--- src/verilog/ttc_params.svh ---
//-----------------------------
// Triple timer-counter build constants
// Widths, timer count and address stride
//-----------------------------
`ifndef TTC_PARAMS_SVH
`define TTC_PARAMS_SVH

// Counter, interval and match register width
`define TTC_CNT_W          16

// Timer blocks on the bus
`define TTC_NUM_TIMERS     3

// Prescale value width in clock control
`define TTC_PRESC_W        4

// Byte stride between timer blocks
// paddr[7:6] picks the timer, paddr[5:2] the register
`define TTC_TIMER_SPACING  'h40

`endif
--- src/verilog/ttc_cnt_pkg.sv ---
//-----------------------------
// Counter behaviour types
// Modes, direction and interrupt bits
//-----------------------------
`include "ttc_params.svh"
`default_nettype none

package ttc_cnt_pkg;

   typedef enum logic {
      MODE_OVERFLOW = 1'b0,   // Full 16-bit range
      MODE_INTERVAL = 1'b1    // Range bounded by interval
   } cnt_mode_e;

   typedef enum logic {
      DIR_UP   = 1'b0,
      DIR_DOWN = 1'b1
   } cnt_dir_e;

   // Interrupt register bit positions
   typedef enum logic [1:0] {
      IRQ_WRAP   = 2'd0,
      IRQ_MATCH1 = 2'd1,
      IRQ_MATCH2 = 2'd2,
      IRQ_MATCH3 = 2'd3
   } irq_bit_e;

   localparam int IRQ_NUM = 4;
   typedef logic [IRQ_NUM-1:0]    irq_t;   // Indexed by irq_bit_e
   typedef logic [`TTC_CNT_W-1:0] cnt_t;   // Counter, interval, match

endpackage

`default_nettype wire

--- src/verilog/ttc_reg_pkg.sv ---
//-----------------------------
// Register map of one timer-counter block
//-----------------------------
`include "ttc_params.svh"
`default_nettype none

package ttc_reg_pkg;

   // Word offsets inside a timer block
   typedef enum logic [3:0] {
      REG_CLK_CTRL  = 4'd0,
      REG_CNTR_CTRL = 4'd1,
      REG_COUNTER   = 4'd2,   // Read only
      REG_INTERVAL  = 4'd3,
      REG_MATCH1    = 4'd4,
      REG_MATCH2    = 4'd5,
      REG_MATCH3    = 4'd6,
      REG_IRQ       = 4'd7,   // Read only, clears on read
      REG_IRQ_EN    = 4'd8
   } reg_e;

   localparam int REG_NUM = 9;
   typedef logic [REG_NUM-1:0] reg_sel_t;   // One-hot, indexed by reg_e

   // Counter control bit positions
   localparam int CNTR_EN_BIT       = 0;
   localparam int CNTR_MODE_BIT     = 1;
   localparam int CNTR_DIR_BIT      = 2;
   localparam int CNTR_MATCH_EN_BIT = 3;
   localparam int CNTR_RST_BIT      = 4;    // Self clearing
   localparam int CNTR_CTRL_W       = 5;

   typedef logic [CNTR_CTRL_W-1:0]  cntr_ctrl_t;
   typedef logic [`TTC_PRESC_W-1:0] clk_ctrl_t;   // Prescale value p

endpackage

`default_nettype wire

--- src/verilog/ttc_top.sv ---
//-----------------------------
// Triple timer-counter top level
// APB decoder and three timer blocks
//-----------------------------
`include "ttc_params.svh"
`default_nettype none

module ttc_top (
   input  wire                        pclk,
   input  wire                        rst,
   input  wire                        psel,
   input  wire                        penable,
   input  wire                        pwrite,
   input  wire [7:0]                  paddr,
   input  wire [31:0]                 pwdata,
   output wire [31:0]                 prdata,
   output wire [`TTC_NUM_TIMERS-1:0]  interrupt   // Bit n from timer n
);

   // Per-timer register contents back to the read mux
   wire ttc_reg_pkg::clk_ctrl_t  clk_ctrl    [`TTC_NUM_TIMERS];
   wire ttc_reg_pkg::cntr_ctrl_t cntr_ctrl   [`TTC_NUM_TIMERS];
   wire ttc_cnt_pkg::cnt_t       counter_val [`TTC_NUM_TIMERS];
   wire ttc_cnt_pkg::cnt_t       interval    [`TTC_NUM_TIMERS];
   wire ttc_cnt_pkg::cnt_t       match1      [`TTC_NUM_TIMERS];
   wire ttc_cnt_pkg::cnt_t       match2      [`TTC_NUM_TIMERS];
   wire ttc_cnt_pkg::cnt_t       match3      [`TTC_NUM_TIMERS];
   wire ttc_cnt_pkg::irq_t       irq         [`TTC_NUM_TIMERS];
   wire ttc_cnt_pkg::irq_t       irq_en      [`TTC_NUM_TIMERS];
   wire ttc_reg_pkg::reg_sel_t   reg_sel     [`TTC_NUM_TIMERS];   // Decoder to timers
   wire [`TTC_NUM_TIMERS-1:0]    clear_irq;

   ttc_apb_regs i_apb_regs (
      .pclk (pclk), .rst (rst),
      .psel (psel), .penable (penable), .pwrite (pwrite), .paddr (paddr),
      .clk_ctrl (clk_ctrl), .cntr_ctrl (cntr_ctrl), .counter_val (counter_val),
      .interval (interval), .match1 (match1), .match2 (match2), .match3 (match3),
      .irq (irq), .irq_en (irq_en),
      .prdata (prdata), .reg_sel (reg_sel), .clear_irq (clear_irq)
   );

   ttc_timer_counter i_timer_0 (
      .pclk (pclk), .rst (rst), .wdata (pwdata[`TTC_CNT_W-1:0]),
      .reg_sel (reg_sel[0]), .clear_irq (clear_irq[0]),
      .clk_ctrl (clk_ctrl[0]), .cntr_ctrl (cntr_ctrl[0]), .counter_val (counter_val[0]),
      .interval (interval[0]), .match1 (match1[0]), .match2 (match2[0]), .match3 (match3[0]),
      .irq (irq[0]), .irq_en (irq_en[0]), .interrupt (interrupt[0])
   );

   ttc_timer_counter i_timer_1 (
      .pclk (pclk), .rst (rst), .wdata (pwdata[`TTC_CNT_W-1:0]),
      .reg_sel (reg_sel[1]), .clear_irq (clear_irq[1]),
      .clk_ctrl (clk_ctrl[1]), .cntr_ctrl (cntr_ctrl[1]), .counter_val (counter_val[1]),
      .interval (interval[1]), .match1 (match1[1]), .match2 (match2[1]), .match3 (match3[1]),
      .irq (irq[1]), .irq_en (irq_en[1]), .interrupt (interrupt[1])
   );

   ttc_timer_counter i_timer_2 (
      .pclk (pclk), .rst (rst), .wdata (pwdata[`TTC_CNT_W-1:0]),
      .reg_sel (reg_sel[2]), .clear_irq (clear_irq[2]),
      .clk_ctrl (clk_ctrl[2]), .cntr_ctrl (cntr_ctrl[2]), .counter_val (counter_val[2]),
      .interval (interval[2]), .match1 (match1[2]), .match2 (match2[2]), .match3 (match3[2]),
      .irq (irq[2]), .irq_en (irq_en[2]), .interrupt (interrupt[2])
   );

endmodule

`default_nettype wire

--- src/verilog/ttc_timer_counter.sv ---
//-----------------------------
// One timer-counter block
// Prescaler, up/down counter, match and IRQ
//-----------------------------
`include "ttc_params.svh"
`default_nettype none

module ttc_timer_counter (
   input  wire                          pclk,
   input  wire                          rst,
   input  wire [`TTC_CNT_W-1:0]         wdata,       // Low half of pwdata
   input  wire ttc_reg_pkg::reg_sel_t   reg_sel,     // Write access selects
   input  wire                          clear_irq,   // IRQ register being read
   output ttc_reg_pkg::clk_ctrl_t       clk_ctrl,
   output ttc_reg_pkg::cntr_ctrl_t      cntr_ctrl,
   output ttc_cnt_pkg::cnt_t            counter_val,
   output ttc_cnt_pkg::cnt_t            interval,
   output ttc_cnt_pkg::cnt_t            match1,
   output ttc_cnt_pkg::cnt_t            match2,
   output ttc_cnt_pkg::cnt_t            match3,
   output ttc_cnt_pkg::irq_t            irq,         // Sticky events
   output ttc_cnt_pkg::irq_t            irq_en,
   output logic                         interrupt
);

   logic [ttc_reg_pkg::CNTR_RST_BIT-1:0] ctrl_q;   // Reset bit never stored
   logic [`TTC_PRESC_W-1:0]              presc_cnt;
   logic                                 cnt_en;
   logic                                 match_en;
   logic                                 ctrl_wr;
   logic                                 cnt_rst_wr;
   logic                                 tick;
   logic                                 wrap;
   ttc_cnt_pkg::cnt_mode_e               cnt_mode;
   ttc_cnt_pkg::cnt_dir_e                cnt_dir;
   ttc_cnt_pkg::cnt_t                    cnt_next;
   ttc_cnt_pkg::irq_t                    evt;

   //-----------------------------
   // Control registers
   //-----------------------------
   always_ff @(posedge pclk) begin
      if (rst) begin
         clk_ctrl <= '0;
         ctrl_q   <= '0;
         interval <= '0;
         match1   <= '0;
         match2   <= '0;
         match3   <= '0;
         irq_en   <= '0;
      end else begin
         if (reg_sel[ttc_reg_pkg::REG_CLK_CTRL])
            clk_ctrl <= wdata[`TTC_PRESC_W-1:0];
         if (ctrl_wr)
            ctrl_q <= wdata[ttc_reg_pkg::CNTR_RST_BIT-1:0];
         if (reg_sel[ttc_reg_pkg::REG_INTERVAL])
            interval <= wdata;
         if (reg_sel[ttc_reg_pkg::REG_MATCH1])
            match1 <= wdata;
         if (reg_sel[ttc_reg_pkg::REG_MATCH2])
            match2 <= wdata;
         if (reg_sel[ttc_reg_pkg::REG_MATCH3])
            match3 <= wdata;
         if (reg_sel[ttc_reg_pkg::REG_IRQ_EN])
            irq_en <= wdata[ttc_cnt_pkg::IRQ_NUM-1:0];
      end
   end

   assign cntr_ctrl  = {1'b0, ctrl_q};   // Reset bit reads back 0
   assign ctrl_wr    = reg_sel[ttc_reg_pkg::REG_CNTR_CTRL];
   assign cnt_rst_wr = ctrl_wr && wdata[ttc_reg_pkg::CNTR_RST_BIT];

   assign cnt_en   = ctrl_q[ttc_reg_pkg::CNTR_EN_BIT];
   assign match_en = ctrl_q[ttc_reg_pkg::CNTR_MATCH_EN_BIT];
   assign cnt_mode = ttc_cnt_pkg::cnt_mode_e'(ctrl_q[ttc_reg_pkg::CNTR_MODE_BIT]);
   assign cnt_dir  = ttc_cnt_pkg::cnt_dir_e'(ctrl_q[ttc_reg_pkg::CNTR_DIR_BIT]);

   //-----------------------------
   // Prescaler
   //-----------------------------
   // Tick every p+1 cycles, >= covers p lowered mid count
   assign tick = cnt_en && (presc_cnt >= clk_ctrl);

   always_ff @(posedge pclk) begin
      if (rst)
         presc_cnt <= '0;
      else if (ctrl_wr || tick || !cnt_en)
         presc_cnt <= '0;   // Restart on control write
      else
         presc_cnt <= presc_cnt + 1'b1;
   end

   //-----------------------------
   // Counter
   //-----------------------------
   always_comb begin
      cnt_next = counter_val + 1'b1;
      wrap     = 1'b0;
      if (cnt_dir == ttc_cnt_pkg::DIR_UP) begin
         if (cnt_mode == ttc_cnt_pkg::MODE_INTERVAL && counter_val >= interval) begin
            cnt_next = '0;   // Back to 0 at interval
            wrap     = 1'b1;
         end else if (counter_val == '1) begin
            wrap = 1'b1;   // Natural rollover
         end
      end else begin
         cnt_next = counter_val - 1'b1;
         if (counter_val == '0) begin
            cnt_next = (cnt_mode == ttc_cnt_pkg::MODE_INTERVAL) ? interval : '1;
            wrap     = 1'b1;
         end
      end
   end

   always_ff @(posedge pclk) begin
      if (rst)
         counter_val <= '0;
      else if (cnt_rst_wr)
         counter_val <= '0;   // Software counter reset wins
      else if (tick)
         counter_val <= cnt_next;
   end

   //-----------------------------
   // Events and interrupt
   //-----------------------------
   always_comb begin
      evt = '0;
      evt[ttc_cnt_pkg::IRQ_WRAP]   = tick && wrap;
      evt[ttc_cnt_pkg::IRQ_MATCH1] = tick && match_en && (cnt_next == match1);
      evt[ttc_cnt_pkg::IRQ_MATCH2] = tick && match_en && (cnt_next == match2);
      evt[ttc_cnt_pkg::IRQ_MATCH3] = tick && match_en && (cnt_next == match3);
   end

   always_ff @(posedge pclk) begin
      if (rst)
         irq <= '0;
      else if (clear_irq)
         irq <= evt;   // Event in the read cycle survives the clear
      else
         irq <= irq | evt;
   end

   assign interrupt = |(irq & irq_en);   // No clock delay

   // Up interval count stays within interval after a tick
   a_interval_bound: assert property (@(posedge pclk) disable iff (rst)
      (tick && cnt_dir == ttc_cnt_pkg::DIR_UP &&
       cnt_mode == ttc_cnt_pkg::MODE_INTERVAL &&
       !reg_sel[ttc_reg_pkg::REG_INTERVAL]) |=> (counter_val <= interval));

   // Quiet line stays quiet without a new event or mask write
   a_irq_quiet: assert property (@(posedge pclk) disable iff (rst)
      (((irq & irq_en) == '0) && (evt == '0) &&
       !reg_sel[ttc_reg_pkg::REG_IRQ_EN]) |=> !interrupt);

endmodule

`default_nettype wire

--- src/verilog/ttc_apb_regs.sv ---
//-----------------------------
// APB decoder for the triple timer-counter
// Write selects, clear-on-read pulses, read mux
//-----------------------------
`include "ttc_params.svh"
`default_nettype none

module ttc_apb_regs (
   input  wire                          pclk,
   input  wire                          rst,
   input  wire                          psel,
   input  wire                          penable,
   input  wire                          pwrite,
   input  wire [7:0]                    paddr,
   input  wire ttc_reg_pkg::clk_ctrl_t  clk_ctrl    [`TTC_NUM_TIMERS],
   input  wire ttc_reg_pkg::cntr_ctrl_t cntr_ctrl   [`TTC_NUM_TIMERS],
   input  wire ttc_cnt_pkg::cnt_t       counter_val [`TTC_NUM_TIMERS],
   input  wire ttc_cnt_pkg::cnt_t       interval    [`TTC_NUM_TIMERS],
   input  wire ttc_cnt_pkg::cnt_t       match1      [`TTC_NUM_TIMERS],
   input  wire ttc_cnt_pkg::cnt_t       match2      [`TTC_NUM_TIMERS],
   input  wire ttc_cnt_pkg::cnt_t       match3      [`TTC_NUM_TIMERS],
   input  wire ttc_cnt_pkg::irq_t       irq         [`TTC_NUM_TIMERS],
   input  wire ttc_cnt_pkg::irq_t       irq_en      [`TTC_NUM_TIMERS],
   output logic [31:0]                  prdata,      // Valid in access cycle
   output ttc_reg_pkg::reg_sel_t        reg_sel     [`TTC_NUM_TIMERS],
   output logic [`TTC_NUM_TIMERS-1:0]   clear_irq    // IRQ read access
);

   localparam int TIMER_LSB = $clog2(`TTC_TIMER_SPACING);   // 6 for a 0x40 stride

   logic [7-TIMER_LSB:0] timer_idx;
   ttc_reg_pkg::reg_e    reg_idx;
   logic                 addr_hit;
   logic                 wr_acc;
   logic                 rd_acc;
   logic                 rd_setup;
   logic [31:0]          rd_mux;
   logic [`TTC_NUM_TIMERS*ttc_reg_pkg::REG_NUM-1:0] all_sel;   // Flat view of selects

   //-----------------------------
   // Address and phase decode
   //-----------------------------
   assign timer_idx = paddr[7:TIMER_LSB];
   assign reg_idx   = ttc_reg_pkg::reg_e'(paddr[TIMER_LSB-1:2]);
   assign addr_hit  = (int'(timer_idx) < `TTC_NUM_TIMERS) &&
                      (reg_idx <= ttc_reg_pkg::REG_IRQ_EN);   // Offsets 9..15 unmapped

   assign wr_acc   = psel && penable && pwrite;
   assign rd_acc   = psel && penable && !pwrite;
   assign rd_setup = psel && !penable && !pwrite;   // Read data sampled here

   // One select per write access, combinational from the bus
   always_comb begin
      for (int t = 0; t < `TTC_NUM_TIMERS; t++) begin
         reg_sel[t]   = '0;
         clear_irq[t] = 1'b0;
         if (addr_hit && int'(timer_idx) == t) begin
            reg_sel[t][reg_idx] = wr_acc;   // Timer ignores read-only slots
            clear_irq[t]        = rd_acc && (reg_idx == ttc_reg_pkg::REG_IRQ);
         end
      end
   end

   //-----------------------------
   // Read mux
   //-----------------------------
   always_comb begin
      rd_mux = '0;   // Unmapped reads return 0
      for (int t = 0; t < `TTC_NUM_TIMERS; t++) begin
         if (addr_hit && int'(timer_idx) == t) begin
            case (reg_idx)
               ttc_reg_pkg::REG_CLK_CTRL:  rd_mux = 32'(clk_ctrl[t]);
               ttc_reg_pkg::REG_CNTR_CTRL: rd_mux = 32'(cntr_ctrl[t]);
               ttc_reg_pkg::REG_COUNTER:   rd_mux = 32'(counter_val[t]);
               ttc_reg_pkg::REG_INTERVAL:  rd_mux = 32'(interval[t]);
               ttc_reg_pkg::REG_MATCH1:    rd_mux = 32'(match1[t]);
               ttc_reg_pkg::REG_MATCH2:    rd_mux = 32'(match2[t]);
               ttc_reg_pkg::REG_MATCH3:    rd_mux = 32'(match3[t]);
               ttc_reg_pkg::REG_IRQ:       rd_mux = 32'(irq[t]);
               ttc_reg_pkg::REG_IRQ_EN:    rd_mux = 32'(irq_en[t]);
               default:                    rd_mux = '0;
            endcase
         end
      end
   end

   // Counter captured at end of setup, held through the access cycle
   always_ff @(posedge pclk) begin
      if (rst)
         prdata <= '0;
      else if (rd_setup)
         prdata <= rd_mux;
   end

   //-----------------------------
   // Checks
   //-----------------------------
   always_comb begin
      for (int t = 0; t < `TTC_NUM_TIMERS; t++)
         all_sel[t*ttc_reg_pkg::REG_NUM +: ttc_reg_pkg::REG_NUM] = reg_sel[t];
   end

   // No two timers or registers written in the same cycle
   a_one_sel: assert property (@(posedge pclk) disable iff (rst)
      $onehot0(all_sel));

   // Master protocol check
   a_penable_psel: assert property (@(posedge pclk) disable iff (rst)
      penable |-> psel);

endmodule

`default_nettype wire

--- config.mk ---
export PLATFORM = sky130hd
export DESIGN_NAME = ttc_top
export DESIGN_NICKNAME = d
export VERILOG_FILES = /design/src/verilog/ttc_cnt_pkg.sv /design/src/verilog/ttc_reg_pkg.sv /design/src/verilog/ttc_top.sv /design/src/verilog/ttc_timer_counter.sv /design/src/verilog/ttc_apb_regs.sv
export VERILOG_INCLUDE_DIRS = /design/src /design/src/verilog
export SDC_FILE = /design/constraint.sdc
export NUM_CORES = 1
export LEC_CHECK = 0
export ABC_AREA = 1
export BUFFER_PORTS_ARGS = -buffer_cell sky130_fd_sc_hd__buf_2
export CAP_MARGIN = 20
export CORE_AREA = 3 3 176 307
export DETAILED_ROUTE_END_ITERATION = 12
export DIE_AREA = 0 0 179 310
export GPL_TIMING_DRIVEN = 0
export PLACE_DENSITY = 0.64
export SYNTH_ARGS = -nofsm -noshare
export SYNTH_HDL_FRONTEND = slang
export SYNTH_SLANG_ARGS = --single-unit
--- constraint.sdc ---
create_clock -name pclk -period 4.14 [get_ports pclk]
set_input_delay 0.828 -clock pclk [delete_from_list [all_inputs] [get_ports pclk]]
set_output_delay 0.828 -clock pclk [all_outputs]
set_load 0.01 [all_outputs]
==> results.py <==
metrics = {
    "worst_setup_path": {
        "worstSetupPathType": "input pin to flip-flop",
        "worstPathRequired_ns": 4.69,
        "rr_startpoint": "i_timer_2.counter_val[0]",
        "slowest_delay_ns": 0.88,
        "critPathCapture": "i_apb_regs.prdata[14]",
        "r2r-end": "i_timer_2.irq[2]",
        "crit_arrival_ns": 4.70,
        "startpoint": "paddr[4]",
        "ff2ff_setup_slack_ns": 0.11,
        "cp_common_cell": "a21oi_1",
        "critPathMaxFanout": 10,
        "cp_cell_sequence": "buf_2 > inv_1 > nor2_1 > nand2_1 > clkbuf_1 > o22ai_1 > a21oi_1 > a31oi_1 > o211ai_1 > a21oi_1",
        "crit_slowest_cell": "nor2_1",
        "end_kind": "flip-flop",
        "start_kind": "input pin",
        "ff2ff_path_depth": 19,
    },
    "floorplan": {
        "ios": 80,
        "die_width_um": 179,
        "start_util": 0.4009,
        "die-area_mm2": 0.05549,
        "floorplan.rows": 110,
        "fp.dieH_um": 310,
        "coreArea_mm2": 0.05161,
    },
    "clocking": {
        "clock_sinks": 316,
        "htree_levels": 1,
        "clkLatencyLatePin_ns": 0.62,
        "cts_inserted_buffers": 31,
        "post_cts_buffers": 0,
        "cts_buffer_depth": 3,
        "clkTransAtPathRegs_ns": 0.07,
        "cts_hold_buffers": 0,
        "cts_root_buf": "clkbuf_16",
        "cts_tree": "built",
    },
    "timing": {
        "finalCriticalPeriod_ns": 4.154,
        "fin_skew_ns": 0.02133,
        "tightest_slew_ns": 1.246,
        "setup_viol": 1,
        "rsz0062_at_grt": "no",
        "hold_viol_final": 0,
        "worst_slack_ns": -0.01378,
        "drv_slew": 0,
        "min_period_over_period": 1.003,
        "slew_headroom": 0.1666,
        "hold_ws_ns": 0.4647,
        "fmax_mhz": 240.7,
    },
    "synth": {
        "ys_types": 49,
        "synth_common_cells": "nand2_1 (653), inv_1 (418), a21oi_1 (368), o21ai_0 (325), dfxtp_1 (316)",
        "synth_area_mm2": 0.02069,
        "ys_seq_area_frac": 0.3057,
        "avgSynthCellArea_um2": 6.351,
        "yosysTopAreaCell": "dfxtp_1",
        "async_flop_share": 0,
        "ys.warnings.count": 0,
        "synth.top_cells.by_area": "dfxtp_1 (31%), nand2_1 (12%), a21oi_1 (8.9%)",
        "synth.top_cell.area_share": 0.3057,
        "ys_ff_latch": 316,
        "synth_flop_cell": "dfxtp_1",
        "synth.most_common_cell": "nand2_1",
        "synth_edf_count": 0,
        "synth_cells": 3258,
    },
    "cells_and_area": {
        "final_area_mm2": 0.02307,
        "layout.nets": 3473,
        "area_growth_pct": 11.48,
        "multi_input_area_mm2": 0.01197,
        "drive_above_1_share": 0.07424,
        "fin_cells": 4057,
        "fillerInstances": 5661,
        "final_core_util": 0.4469,
        "regArea_mm2": 0.006326,
    },
    "global_routing": {
        "grt_usage": 0.3771,
        "grt_max_degree": 17,
        "grt_overflow": 0,
        "grt_pass1_wl_mm": 151.4,
        "grt_antenna_before_repair": 4,
        "first_global_vias": 22872,
    },
    "drt": {
        "antenna_left": 0,
        "drc": 0,
        "drtIter0Drc": 2967,
        "dr.pass1.iters": 6,
        "wl_per_cell_um": 26.16,
        "post_drt_via_cell_ratio": 5.923,
        "drt_wl_total_mm": 106.1,
        "vias": 24028,
    },
    "job": {
        "maxCapViolCount": 0,
    },
    "placement": {
        "place_inst": 3990,
        "dp_slack_ns": -0.2534,
        "hpwl_mm": 82.50,
        "postPlaceCellArea_mm2": 0.02182,
        "gp_congestion": 1.065,
        "portBuffers": 44,
    },
    "outcome": {
        "status": "finished with violations",
        "failed_checks": "negative setup slack",
    },
    "power": {
        "p_leak_nw": 9.859,
        "power_density_mw_per_mm2": 295.6,
        "ir_worst_vdd_mv": 0.4240,
    },
    "hold_path": {
        "worstHoldPathType": "flip-flop to flip-flop",
        "min_from": "i_timer_2.presc_cnt[0]",
    },
}
-- sequential cells by signal (all words and copies together) (netlist names), 16 cells and up --
name,flops
i_timer_1.match3,16
i_timer_0.counter_val,16
i_timer_2.match1,16
i_timer_2.counter_val,16
i_timer_0.match3,16
i_timer_1.match1,16
i_timer_0.match1,16
i_timer_2.match2,16
i_timer_0.interval,16
i_timer_1.match2,16
i_timer_1.interval,16
i_timer_0.match2,16
i_timer_2.match3,16
i_apb_regs.prdata,16
i_timer_2.interval,16
i_timer_1.counter_val,16
-- layout make-up --
cell class | count | area share
diodes | 4 | 0.0004340
plain buffers | 172 | 0.03591
clock buffers | 35 | 0.03515
clock inverters | 23 | 0.01568
inverters | 434 | 0.07063
multi-input cells | 2351 | 0.5191
flip-flops and latches | 316 | 0.2743
well taps | 672 | 0.03645
repair buffers | 50 | 0.01237
-- per-layer routing --
metal | up-vias | global-route usage | wire (um)
met5 | - | 0 | 20
met4 | 2 | 0.3848 | 14430
met3 | 634 | 0.09060 | 8774
met2 | 1459 | 0.6322 | 49140
met1 | 10905 | 0.3657 | 33760
li1 | 11028 | - | -
-- power by group --
part | leakage (nW) | internal [W] | switching, W
Combinational | 6.77 | 0.0000767 | 0.000315
Sequential | 2.54 | 0.00304 | 0.00000303
Clock | 0.548 | 0.00193 | 0.00145
-- layout by cell type (no fill, tap or decap), types with 7 or more instances in the layout --
master	count
a221oi_1	7
buf_1	8
o21ai_1	13
o211ai_2	18
clkbuf_1	116
nor2_1	299
nand2_2	19
buf_4	23
o21ai_2	7
nand3_1	241
buf_6	8
xor2_1	35
a31oi_1	19
inv_1	418
nand2_1	653
o22ai_1	100
ha_1	72
conb_1	16
dfxtp_1	316
a21oi_1	368
a211oi_1	24
nand4_1	30
clkbuf_16	31
nor3_1	29
bufinv_16	8
buf_2	62
o21ai_0	325
nand3_2	13
inv_2	10
clkinvlp_4	7
nor2_2	13
-- cell families after synthesis --
family | Yosys count | share of synthesized area
flops | 316 | 0.3057
buf+inv | 606 | 0.1188
simple gates | 1322 | 0.2740
fa+ha+maj | 72 | 0.04354
xor+xnor | 41 | 0.01735
compound gates | 900 | 0.2404
other cells | 1 | 0.0001812
-- worst min path at each step --
stage                                   endpoint  slack [ns]  cells after the start
after floorplan           i_timer_0.presc_cnt[0]        0.43                      1
after global placement    i_timer_1.presc_cnt[0]        0.45                      1
after detailed placement   i_apb_regs.prdata[12]        0.45                      2
after CTS                  i_apb_regs.prdata[12]        0.46                      2
after global routing       i_apb_regs.prdata[14]        0.48                      2
final                     i_timer_2.presc_cnt[0]        0.46                      1
-- worst max-delay path: cells and delay by family --
kind | cells | cell delay (ns)
AND/OR/NAND/NOR | 2 | 1.59
buffers and inverters | 3 | 0.77
AO/OA/AOI/OAI | 5 | 1.50
-- metrics by stage --
step                      setup TNS, ns  total power (W)
after detailed placement        -0.9830         0.003471
final                          -0.01378         0.006819
after CTS                             0         0.006755
after floorplan                       0         0.003294
after global placement           -1.012         0.003471
after global routing                  0         0.006913
-- what timing repair did --
item                                   CTS  global route
endpoints found under the hold margin    0             0
setup endpoints to repair                0             1
gates resized for setup                  0             1
Power figures use the tool's default switching activity.
